**src/include/vbw_config.svh**
```systemverilog
// Global sizing for the vector bitwise unit
// Include wherever the operand width or byte count is needed

`ifndef VBW_CONFIG_SVH
`define VBW_CONFIG_SVH

// Bytes per vector operand
// Power of two and at least 8 so a 64-bit element fits
`define VBW_NUM_BYTES 8

// Bits per byte lane
`define VBW_BYTE_WIDTH 8

// Derived operand width in bits
// Kept here so every user sees the same value
`define VBW_DATA_WIDTH (`VBW_NUM_BYTES * `VBW_BYTE_WIDTH)

// Number of reduction tree stages
// One stage per power-of-two fold distance below the full operand
`define VBW_NUM_STAGES $clog2(`VBW_NUM_BYTES)

`endif
```
**src/source/vbw_pkg.sv**
```systemverilog
// Shared types for the vector bitwise unit
// Imported by every RTL block and by the testbench

`include "vbw_config.svh"

package vbw_pkg;

    // One byte lane
    typedef logic [`VBW_BYTE_WIDTH-1:0] vbw_byte_t;

    // Whole operand as an array of bytes
    typedef vbw_byte_t [`VBW_NUM_BYTES-1:0] vbw_byte_vec_t;

    // Per-byte valid mask
    typedef logic [`VBW_NUM_BYTES-1:0] vbw_valid_t;

    // Reduction stage enables
    // Bit k folds blocks 2^k apart
    typedef logic [`VBW_NUM_STAGES-1:0] vbw_osize_vec_t;

    // Element-size comparison vector, one bit wider than the stage enables
    // Bit k set when the element is wider than 2^(k-1) bytes
    typedef logic [`VBW_NUM_STAGES:0] vbw_greater_vec_t;

    // Source operand with its byte valids
    typedef struct packed {
        vbw_byte_vec_t data;
        vbw_valid_t    valid;
    } vbw_src_t;

    // Element width, encoded as log2 of the byte count
    typedef enum logic [1:0] {
        SEW8  = 2'd0,
        SEW16 = 2'd1,
        SEW32 = 2'd2,
        SEW64 = 2'd3
    } vbw_sew_e;

    // Supported operations
    typedef enum logic [2:0] {
        OP_AND    = 3'd0,
        OP_OR     = 3'd1,
        OP_XOR    = 3'd2,
        OP_REDAND = 3'd3,
        OP_REDOR  = 3'd4,
        OP_REDXOR = 3'd5
    } vbw_op_e;

    // Logic function of a lane block and of the result mux
    typedef enum logic [1:0] {
        FUNC_AND = 2'd0,
        FUNC_OR  = 2'd1,
        FUNC_XOR = 2'd2
    } vbw_func_e;

    // Decoder outputs shared by the lanes and the result stage
    typedef struct packed {
        logic             is_reduct;
        vbw_func_e        func;
        vbw_osize_vec_t   osize_vector;
        vbw_greater_vec_t greater_osize_vector;
    } vbw_ctrl_t;

endpackage

```
**src/source/vbw_unit.sv**
```systemverilog
// Top level of the vector bitwise unit
// Decoder, one lane block per logic function and the registered result stage

`timescale 1ns/1ps

module vbw_unit (
    input  logic                   clk,
    input  logic                   arst_n,
    input  logic                   op_valid,
    input  vbw_pkg::vbw_op_e       op,
    input  vbw_pkg::vbw_sew_e      sew,
    input  vbw_pkg::vbw_src_t      srca,
    input  vbw_pkg::vbw_src_t      srcb,
    output vbw_pkg::vbw_byte_vec_t result,
    output logic                   result_valid
);

    import vbw_pkg::*;

    // Decoded controls, shared by all blocks
    vbw_ctrl_t     ctrl;
    // Per-function lane outputs
    vbw_byte_vec_t and_lanes;
    vbw_byte_vec_t or_lanes;
    vbw_byte_vec_t xor_lanes;

    vbw_osize_decode i_vbw_osize_decode (
        .op   (op),
        .sew  (sew),
        .ctrl (ctrl)
    );

    vbw_logic_lanes #(.LOGIC_FUNC(FUNC_AND)) i_and_lanes (
        .ctrl  (ctrl),
        .srca  (srca),
        .srcb  (srcb),
        .lanes (and_lanes)
    );

    vbw_logic_lanes #(.LOGIC_FUNC(FUNC_OR)) i_or_lanes (
        .ctrl  (ctrl),
        .srca  (srca),
        .srcb  (srcb),
        .lanes (or_lanes)
    );

    vbw_logic_lanes #(.LOGIC_FUNC(FUNC_XOR)) i_xor_lanes (
        .ctrl  (ctrl),
        .srca  (srca),
        .srcb  (srcb),
        .lanes (xor_lanes)
    );

    // Only srca valids reach the output stage
    vbw_result_stage i_vbw_result_stage (
        .clk          (clk),
        .arst_n       (arst_n),
        .op_valid     (op_valid),
        .ctrl         (ctrl),
        .srca_valid   (srca.valid),
        .and_lanes    (and_lanes),
        .or_lanes     (or_lanes),
        .xor_lanes    (xor_lanes),
        .result       (result),
        .result_valid (result_valid)
    );

endmodule

```
**src/source/vbw_result_stage.sv**
```systemverilog
// Output stage of the bitwise unit
// Selects the active function's lanes and registers them with a valid pulse

`timescale 1ns/1ps

`include "vbw_config.svh"

module vbw_result_stage (
    input  logic                   clk,
    input  logic                   arst_n,
    input  logic                   op_valid,
    input  vbw_pkg::vbw_ctrl_t     ctrl,
    input  vbw_pkg::vbw_valid_t    srca_valid,
    input  vbw_pkg::vbw_byte_vec_t and_lanes,
    input  vbw_pkg::vbw_byte_vec_t or_lanes,
    input  vbw_pkg::vbw_byte_vec_t xor_lanes,
    output vbw_pkg::vbw_byte_vec_t result,
    output logic                   result_valid
);

    import vbw_pkg::*;

    localparam int NUM_BYTES = `VBW_NUM_BYTES;

    // Lanes of the selected function
    vbw_byte_vec_t sel_lanes;
    // Next value of the result register
    vbw_byte_vec_t result_d;

    // Function mux
    always_comb begin
        case (ctrl.func)
            FUNC_AND: sel_lanes = and_lanes;
            FUNC_OR:  sel_lanes = or_lanes;
            FUNC_XOR: sel_lanes = xor_lanes;
            default:  sel_lanes = '0;
        endcase
    end

    // Byte discard for elementwise ops
    // Reductions pass the tree output as is, upper bytes are don't care
    always_comb begin
        for (int i = 0; i < NUM_BYTES; i++) begin
            if (ctrl.is_reduct || srca_valid[i]) begin
                result_d[i] = sel_lanes[i];
            end else begin
                result_d[i] = '0;
            end
        end
    end

    // Valid pulse follows the accepted op by one cycle
    always_ff @(posedge clk or negedge arst_n) begin
        if (!arst_n) begin
            result_valid <= 1'b0;
        end else begin
            result_valid <= op_valid;
        end
    end

    // Result holds its last value between ops
    always_ff @(posedge clk or negedge arst_n) begin
        if (!arst_n) begin
            result <= '0;
        end else if (op_valid) begin
            result <= result_d;
        end
    end

endmodule

```
**src/source/vbw_logic_lanes.sv**
```systemverilog
// One logic function across all byte blocks, with the reduction tree
// Instanced once per function, the result stage picks the active one

`timescale 1ns/1ps

`include "vbw_config.svh"

module vbw_logic_lanes #(
    parameter vbw_pkg::vbw_func_e LOGIC_FUNC = vbw_pkg::FUNC_AND
) (
    input  vbw_pkg::vbw_ctrl_t     ctrl,
    input  vbw_pkg::vbw_src_t      srca,
    input  vbw_pkg::vbw_src_t      srcb,
    output vbw_pkg::vbw_byte_vec_t lanes
);

    import vbw_pkg::*;

    localparam int NUM_BLOCKS = `VBW_NUM_BYTES;
    localparam int NUM_STAGES = `VBW_NUM_STAGES;

    // All ones for AND, zero for OR and XOR
    localparam vbw_byte_t IDENTITY = {`VBW_BYTE_WIDTH{LOGIC_FUNC == FUNC_AND}};

    // This block owns the current op
    logic             lane_sel;
    // Srca after the function gate
    vbw_byte_vec_t    srca_gated;
    // Srcb with identity in invalid bytes
    vbw_byte_vec_t    srcb_bw;
    // One-hot fold distance, bit log2(E) set during a reduction
    logic [NUM_STAGES:0] stage_hit;

    // Per-byte operator of this instance
    function automatic vbw_byte_t logic_op(input vbw_byte_t a, input vbw_byte_t b);
        case (LOGIC_FUNC)
            FUNC_AND: return a & b;
            FUNC_OR:  return a | b;
            default:  return a ^ b;
        endcase
    endfunction

    assign lane_sel = (ctrl.func == LOGIC_FUNC);

    // Input gating and identity substitution
    always_comb begin
        for (int i = 0; i < NUM_BLOCKS; i++) begin
            // Idle function blocks see a zero srca
            srca_gated[i] = srca.data[i] & {`VBW_BYTE_WIDTH{lane_sel}};
            // Invalid srcb byte must not change the fold
            srcb_bw[i] = srcb.valid[i] ? srcb.data[i] : IDENTITY;
        end
    end

    // Pick the single stage that matches the element size
    // osize covers k >= log2(E), greater covers k <= log2(E)
    always_comb begin
        for (int k = 0; k < NUM_STAGES; k++) begin
            stage_hit[k] = ctrl.osize_vector[k] & ctrl.greater_osize_vector[k];
        end
        // Element spans the whole operand, no fold at all
        stage_hit[NUM_STAGES] = ctrl.is_reduct & ctrl.greater_osize_vector[NUM_STAGES];
    end

    // Reduction tree, evaluated from the top block down
    // Each block ORs its selected inputs and applies the function once
    always_comb begin : red_tree
        vbw_byte_vec_t blk_in;
        vbw_byte_vec_t blk_out;
        blk_in  = '0;
        blk_out = '0;
        for (int blk = NUM_BLOCKS - 1; blk >= 0; blk--) begin
            // Elementwise ops keep their own srca byte
            blk_in[blk] = srca_gated[blk] & {`VBW_BYTE_WIDTH{~ctrl.is_reduct}};
            for (int s = 0; s <= NUM_STAGES; s++) begin
                if (blk + (1 << s) < NUM_BLOCKS) begin
                    // Chain from the same byte of the next element up
                    blk_in[blk] |= blk_out[(blk + (1 << s)) % NUM_BLOCKS]
                                   & {`VBW_BYTE_WIDTH{stage_hit[s]}};
                end else begin
                    // Top element starts the chain with srca of element 0
                    // When E spans the operand this is the block's own byte
                    blk_in[blk] |= srca_gated[blk % (1 << s)]
                                   & {`VBW_BYTE_WIDTH{stage_hit[s]}};
                end
            end
            blk_out[blk] = logic_op(blk_in[blk], srcb_bw[blk]);
        end
        lanes = blk_out;
    end

endmodule

```
**src/source/vbw_osize_decode.sv**
```systemverilog
// Opcode and element width decoder for the bitwise unit
// Purely combinational, drives the lane blocks and the result stage

`timescale 1ns/1ps

`include "vbw_config.svh"

module vbw_osize_decode (
    input  vbw_pkg::vbw_op_e   op,
    input  vbw_pkg::vbw_sew_e  sew,
    output vbw_pkg::vbw_ctrl_t ctrl
);

    import vbw_pkg::*;

    localparam int NUM_STAGES = `VBW_NUM_STAGES;

    // Function select and reduction flag
    always_comb begin
        ctrl.func      = FUNC_AND;
        ctrl.is_reduct = 1'b0;
        case (op)
            OP_AND: begin
                ctrl.func = FUNC_AND;
            end
            OP_OR: begin
                ctrl.func = FUNC_OR;
            end
            OP_XOR: begin
                ctrl.func = FUNC_XOR;
            end
            OP_REDAND: begin
                ctrl.func      = FUNC_AND;
                ctrl.is_reduct = 1'b1;
            end
            OP_REDOR: begin
                ctrl.func      = FUNC_OR;
                ctrl.is_reduct = 1'b1;
            end
            OP_REDXOR: begin
                ctrl.func      = FUNC_XOR;
                ctrl.is_reduct = 1'b1;
            end
            default: begin
                ctrl.func      = FUNC_AND;
                ctrl.is_reduct = 1'b0;
            end
        endcase
    end

    // Width expansion for the reduction tree
    always_comb begin : size_expand
        int sew_log2;
        sew_log2 = int'(sew);
        // Stages at or above the element size fold, only for reductions
        for (int k = 0; k < NUM_STAGES; k++) begin
            ctrl.osize_vector[k] = ctrl.is_reduct && (k >= sew_log2);
        end
        // Element wider than 2^(k-1) bytes is the same as k <= log2(E)
        for (int k = 0; k <= NUM_STAGES; k++) begin
            ctrl.greater_osize_vector[k] = (k <= sew_log2);
        end
    end

endmodule

```
**config.mk**
```make
export PLATFORM = sky130hd
export DESIGN_NAME = vbw_unit
export DESIGN_NICKNAME = d
export VERILOG_FILES = /design/src/source/vbw_pkg.sv /design/src/source/vbw_unit.sv /design/src/source/vbw_result_stage.sv /design/src/source/vbw_logic_lanes.sv /design/src/source/vbw_osize_decode.sv
export VERILOG_INCLUDE_DIRS = /design/src /design/src/include
export SDC_FILE = /design/constraint.sdc
export NUM_CORES = 1
export LEC_CHECK = 0
export BUFFER_PORTS_ARGS = -buffer_cell sky130_fd_sc_hd__buf_4
export CAP_MARGIN = 15
export CORE_ASPECT_RATIO = 0.9
export CORE_MARGIN = 2
export CORE_UTILIZATION = 50
export DETAILED_ROUTE_END_ITERATION = 7
export PLACE_DENSITY = 0.77
export SYNTH_ARGS = -nofsm -noshare
export SYNTH_HDL_FRONTEND = slang
export SYNTH_SLANG_ARGS = --single-unit
export TNS_END_PERCENT = 100
```
**constraint.sdc**
```tcl
create_clock -name clk -period 1.8 [get_ports clk]
set_input_delay 0.09 -clock clk [delete_from_list [all_inputs] [get_ports clk]]
set_output_delay 0.09 -clock clk [all_outputs]
set_load 0.02 [all_outputs]
```
==> results of run 1 <==
-- per-stage QoR --
stage | instances | utilization | TNS (ns) | hold WS, ns
after detailed placement | 2712 | 0.788 | -87.08 | 0.119
after global placement | 2712 | 0.788 | -83.21 | 0.112
after CTS | 2766 | 0.861 | -50.74 | 0.122
after floorplan | 1715 | - | -54.28 | -0.206
-- per-layer routing --
| metal | GRT overflow | track usage |
|---|---|---|
| met5 | 0 | 0.275 |
| met4 | 113 | 0.824 |
| met3 | 10 | 0.677 |
| met2 | 170 | 0.997 |
| met1 | 5 | 0.799 |
-- cell families after synthesis --
| logic type | after synthesis | synth area share |
|---|---|---|
| muxes | 39 | 0.0357 |
| buffers and inverters | 178 | 0.0644 |
| xor gates and xnor gates | 85 | 0.0636 |
| AOI/OAI and AO/OA | 785 | 0.478 |
| and+or+nand+nor | 563 | 0.222 |
| DFF | 65 | 0.136 |
-- cells in the mapped netlist (10+ instances only) --
cell | n | share of area
and2_1 | 31 | 0.016
xor2_1 | 23 | 0.017
or3_1 | 11 | 0.0058
dfrtp_1 | 65 | 0.14
a21boi_0 | 17 | 0.011
buf_1 | 23 | 0.0072
nand2b_1 | 20 | 0.010
a22oi_1 | 53 | 0.033
inv_1 | 29 | 0.0091
xnor2_1 | 61 | 0.045
buf_2 | 20 | 0.0084
o221ai_1 | 22 | 0.016
o21a_1 | 12 | 0.0076
a222oi_1 | 26 | 0.022
mux2i_1 | 31 | 0.026
o21ai_1 | 12 | 0.0050
o211ai_1 | 30 | 0.019
nor2_1 | 146 | 0.046
nand3_1 | 40 | 0.017
nand4_1 | 13 | 0.0068
o22ai_1 | 21 | 0.011
o31ai_1 | 14 | 0.0088
a221oi_1 | 38 | 0.028
a21oi_1 | 135 | 0.057
a22o_1 | 23 | 0.017
nor3_1 | 39 | 0.016
a21o_1 | 18 | 0.011
o21ai_0 | 141 | 0.059
o2111ai_1 | 10 | 0.0073
nor2b_1 | 13 | 0.0068
nand2_1 | 202 | 0.064
a211oi_1 | 27 | 0.017
o2bb2ai_1 | 52 | 0.038
clkbuf_1 | 90 | 0.028
o211a_1 | 10 | 0.0084
a221o_1 | 14 | 0.012
a31oi_1 | 17 | 0.0089
-- what timing repair did --
| item | 4_1_cts |
|---|---|
| endpoints found under the hold margin | 65 |
| resized for setup | 230 |
| pin swaps | 72 |
| endpoints found under the setup margin | 63 |
| hold buffers | 1 |
| buffers inserted | 41 |
| gates cloned | 1 |
==> flow_summary_export.csv, run 1 <==
group,metric,value,unit
run_status,status,"stopped before the end",
run_status,stop_stage,"5_1_grt",
run_status,stop_error,"[ERROR GRT-0232] Routing congestion too high. Check the congestion heatmap in the GUI.",
yosys,yosysUniqueCellTypes,103,
die,die_height,151,um
die,pin_count,217,
yosys,synth-edff-count,0,
timing,worst_endpoint,"i_vbw_result_stage.result[0]$_DFFE_PN0P_/D",
clock_tree,h-tree-depth,3,
die,start_util,0.510,
placement,dp_slack,-1.99,ns
global_routing,gr-total-overflow,298,
timing,endpoint_type,"register data pin",
yosys,yosys_register_bits,65,
placement,io_buffers,216,
die,rows,53,
yosys,ys_warn_count,0,
yosys,syn_area,11900,um^2
clock_tree,cts_sinks,65,
yosys,ys_seq_area_frac,0.136,
yosys,syn_nets,1867,
yosys,synthCells,1715,
placement,placed_area,18400,um^2
placement,hpwl,54800,um
clock_tree,cts_buffers,9,
die,die-width,167,um
clock_tree,ctsLongestPathBuffers,2,
placement,place_congestion,1.10,
yosys,syn-mean-instance-area,6.96,um^2
yosys,async_flop_share,1.00,
clock_tree,cts-root-buf,"clkbuf_16",
global_routing,track_usage,0.815,
global_routing,grt_max_degree,66,
yosys,synth_flop_cell,"dfrtp_1",
==> run 2, diff against run 1 <==
Settings changed: CORE_ASPECT_RATIO 0.9 to not set, CORE_UTILIZATION 50 to 35, PLACE_DENSITY 0.77 to not set, PLACE_DENSITY_LB_ADDON set to 0.15.
==> flow_summary_export.csv, run 2 <==
group,metric,value,unit
routing,ant_nets,0,
final_layout,layout_common_cells,"862 x buf_4, 192 x nand2_1, 136 x nor2_1, 95 x o21ai_0, 91 x a21oi_1",
final_layout,largestRegisters,"i_vbw_result_stage.result (64), i_vbw_result_stage.result_valid (1)",
yosys,synthCells,1715,
critical_path,r2r_cells,6,
critical_path,cp-end-kind,"flop",
yosys,syn-mean-instance-area,6.96,um^2
yosys,ys_seq_area_frac,0.136,
run_status,status,"finished with violations",
worst_hold_path,hold_class,"primary input to flop",
final_layout,diodes,0,
power,p_leak,0.00946,uW
global_routing,grt_pass1_vias,19200,
timing,fin_setup_tns,-54.24,ns
worst_hold_path,holdPathStages,4,
yosys,syn_area,11900,um^2
placement,hpwl,62800,um
final_layout,multi_input_area,11500,um^2
yosys,synth-edff-count,0,
yosys,netlist.area_leader.share,0.136,
die,die-width,189,um
yosys,yosys_register_bits,65,
timing,final.period_utilization,1.79,
power,powerDensity,511,nW/um^2
yosys,synth_flop_cell,"dfrtp_1",
timing,hold_viol,0,
yosys,synth_mux_area_frac,0.0357,
final_layout,final_cells,2980,
timing,relSlewSlack,0.472,
timing,timing.fmax,310,MHz
clock_tree,cts_sinks,65,
critical_path,cpMaxStageDelayCell,"o211ai_1",
placement,placedCellCount,2888,
final_layout,final-seq-area,1630,um^2
yosys,yosys.area_share.simple,0.222,
placement,place_congestion,1.10,
yosys,synth-xor-area-share,0.0636,
timing,fin_skew,0,ns
routing,first_iter_violations,2302,
critical_path,cpPeakStageDelay,0.41,ns
yosys,synthTopCellsByArea,"dfrtp_1 14%, nand2_1 6.4%, o21ai_0 5.9%",
yosys,async_flop_share,1.00,
routing,drt-total-wl,82000,um
placement,io_buffers,216,
routing,route.detailed.wl_per_inst,27.5,um
die,start_util,0.356,
final_layout,final_common_cell,"buf_4",
global_routing,grt_pass1_wl,118000,um
clock_tree,cts_tree,"yes",
final_layout,largest_reg_flops,64,
clock_tree,h-tree-depth,3,
clock_tree,cts_buffers,9,
die,pin_count,217,
die,die_height,189,um
clock_tree,clk_latency,0.35,ns
yosys,yosysMostFrequentCell,"nand2_1",
critical_path,critical_path.startpoint_type,"primary input",
timing,hold_slack,0.117,ns
final_layout,areaGrowthSynthToFinish,82.4,%
yosys,syn_nets,1867,
yosys,synth_area_leader_cell,"dfrtp_1",
die,core-area,33500,um^2
final_layout,nets,2680,
routing,drc_errors,0,
global_routing,gr-total-overflow,0,
clock_tree,cts-root-buf,"clkbuf_16",
timing,slew_violations,0,
yosys,ys_warn_count,0,
flow_run,maxCapViolations,0,
die,rows,67,
yosys,synth_top_family_by_area,"compound AO/OA/AOI/OAI gates",
yosys,synthTopCellsByCount,"202 x nand2_1, 146 x nor2_1, 141 x o21ai_0",
timing,rsz0062_at_grt,"yes",
global_routing,antenna_found_initial,1,
yosys,synth-compound-area-share,0.478,
timing,period_minus_slack,3.22,ns
critical_path,cp_max_fo,20,
routing,drt_pass1_iterations,7,
timing,finalSetupViolCount,62,
critical_path,cp_num_buf_inv,4,
critical_path,cp_num_cells,17,
critical_path,path_class,"primary input to flop",
critical_path,path_delay_family,"compound AO/OA/AOI/OAI gates",
routing,via_per_inst,6.48,
final_layout,largest_register,"i_vbw_result_stage.result",
clock_tree,ctsLongestPathBuffers,2,
timing,worst_slew_pin_slew,0.793,ns
routing,dr_total_vias,19300,
critical_path,worstPathArrival,3.46,ns
yosys,yosysUniqueCellTypes,103,
timing,setup_slack,-1.42,ns
critical_path,crit_chain,"buf_12 > and3b_2 > o21ai_4 > buf_12 > a22oi_2 > buf_4 > o211ai_1 > and2_1 > o211ai_1 > buf_4 > a2111oi_1 > a21bo_2 > nand3_1 > mux2i_1 > nor3_2 > xnor2_1 > o21ai_1",
final_layout,drive_gt1_frac,0.511,
run_status,violations,"setup timing",
yosys,synthAdderAreaFrac,0,
clock_tree,clk_pin_slew,0.06,ns
critical_path,worstPathRequired,2.04,ns
global_routing,grt_max_degree,35,
power,irDropWorstVdd,0.678,mV
final_layout,fillers,2928,
global_routing,track_usage,0.441,
die,floorplan.die_area,35600,um^2
[run 2: cell counts after synthesis]
No cell type changed its count.
[run 2: through the flow]
| step | power, uW | utilization | worst slack [ns] | instance area [um^2] |
|---|---|---|---|---|
| final | 11100 | 0.649 | -1.42 | 21800 |
| after global routing | 11500 | 0.649 | -1.52 | 21800 |
| after CTS | 10400 | 0.610 | -1.32 | 20500 |
| after detailed placement | 7960 | 0.562 | -1.91 | 18800 |
| after global placement | 7920 | 0.562 | -1.81 | 18800 |
| after floorplan | 4610 | - | -1.54 | 12300 |
[run 2: layout make-up]
class	instances	share of cell area
tap	448	0.0258
clock buffer	9	0.0103
sequential	65	0.0747
timing repair buffer	946	0.352
clock inverter	6	0.00420
inverter	32	0.00552
multi-input combinational	1474	0.527
[run 2: worst paths after layout]
check | start | to | slack (ns)
setup / recovery | op[1] | i_vbw_result_stage.result[0] | -1.42
hold / removal | srcb[10] | i_vbw_result_stage.result[2] | 0.12
max in group asynchronous | arst_n | i_vbw_result_stage.result[14] | 1.06
min in group asynchronous | arst_n | i_vbw_result_stage.result[36] | 0.21
setup reg to reg | i_vbw_result_stage.result[12] | i_vbw_result_stage.result[12] | 0.36
hold reg to reg | i_vbw_result_stage.result[26] | i_vbw_result_stage.result[26] | 0.49
[run 2: cells by family after synthesis]
family | count (synthesis)
multiplexers | 39
XOR/XNOR | 85
flip-flops | 65
AO/OA/AOI/OAI | 785
buffers and inverters | 178
AND/OR/NAND/NOR | 563
[run 2: what timing repair did]
item / 4_1_cts / 5_1_grt
endpoints found under the setup margin: 63 / 64
gates cloned: 2 / 2
hold endpoints to repair: 32 / 0
gates resized for setup: 209 / 212
buffers inserted: 40 / 38
hold buffers: 2 / 0
pin swaps: 97 / 105
[run 2: report_power, final]
part	total [uW]	switching (uW)	leakage, uW	internal, uW
clock network	1950	743	0.000156	1210
registers	1780	126	0.000857	1650
logic	7390	3970	0.00845	3420
[run 2: routing by layer]
layer / wire (um) / track usage / part of all wire / up-vias
li1: - / - / - / 8310
met1: 29900 / 0.525 / 0.37 / 9230
met2: 37600 / 0.737 / 0.46 / 1335
met3: 7090 / 0.0538 / 0.086 / 439
met4: 7300 / 0.310 / 0.089 / 0
met5: 0 / 0 / 0 / -
[run 2: worst reg2reg max path, delay by kind of cell (launching register included)]
kind               cells  cell delay [ns]
AOI/OAI and AO/OA      5             0.76
DFF                    1             0.40
and+or+nand+nor        1             0.17
(Power assumes the default switching activity.)
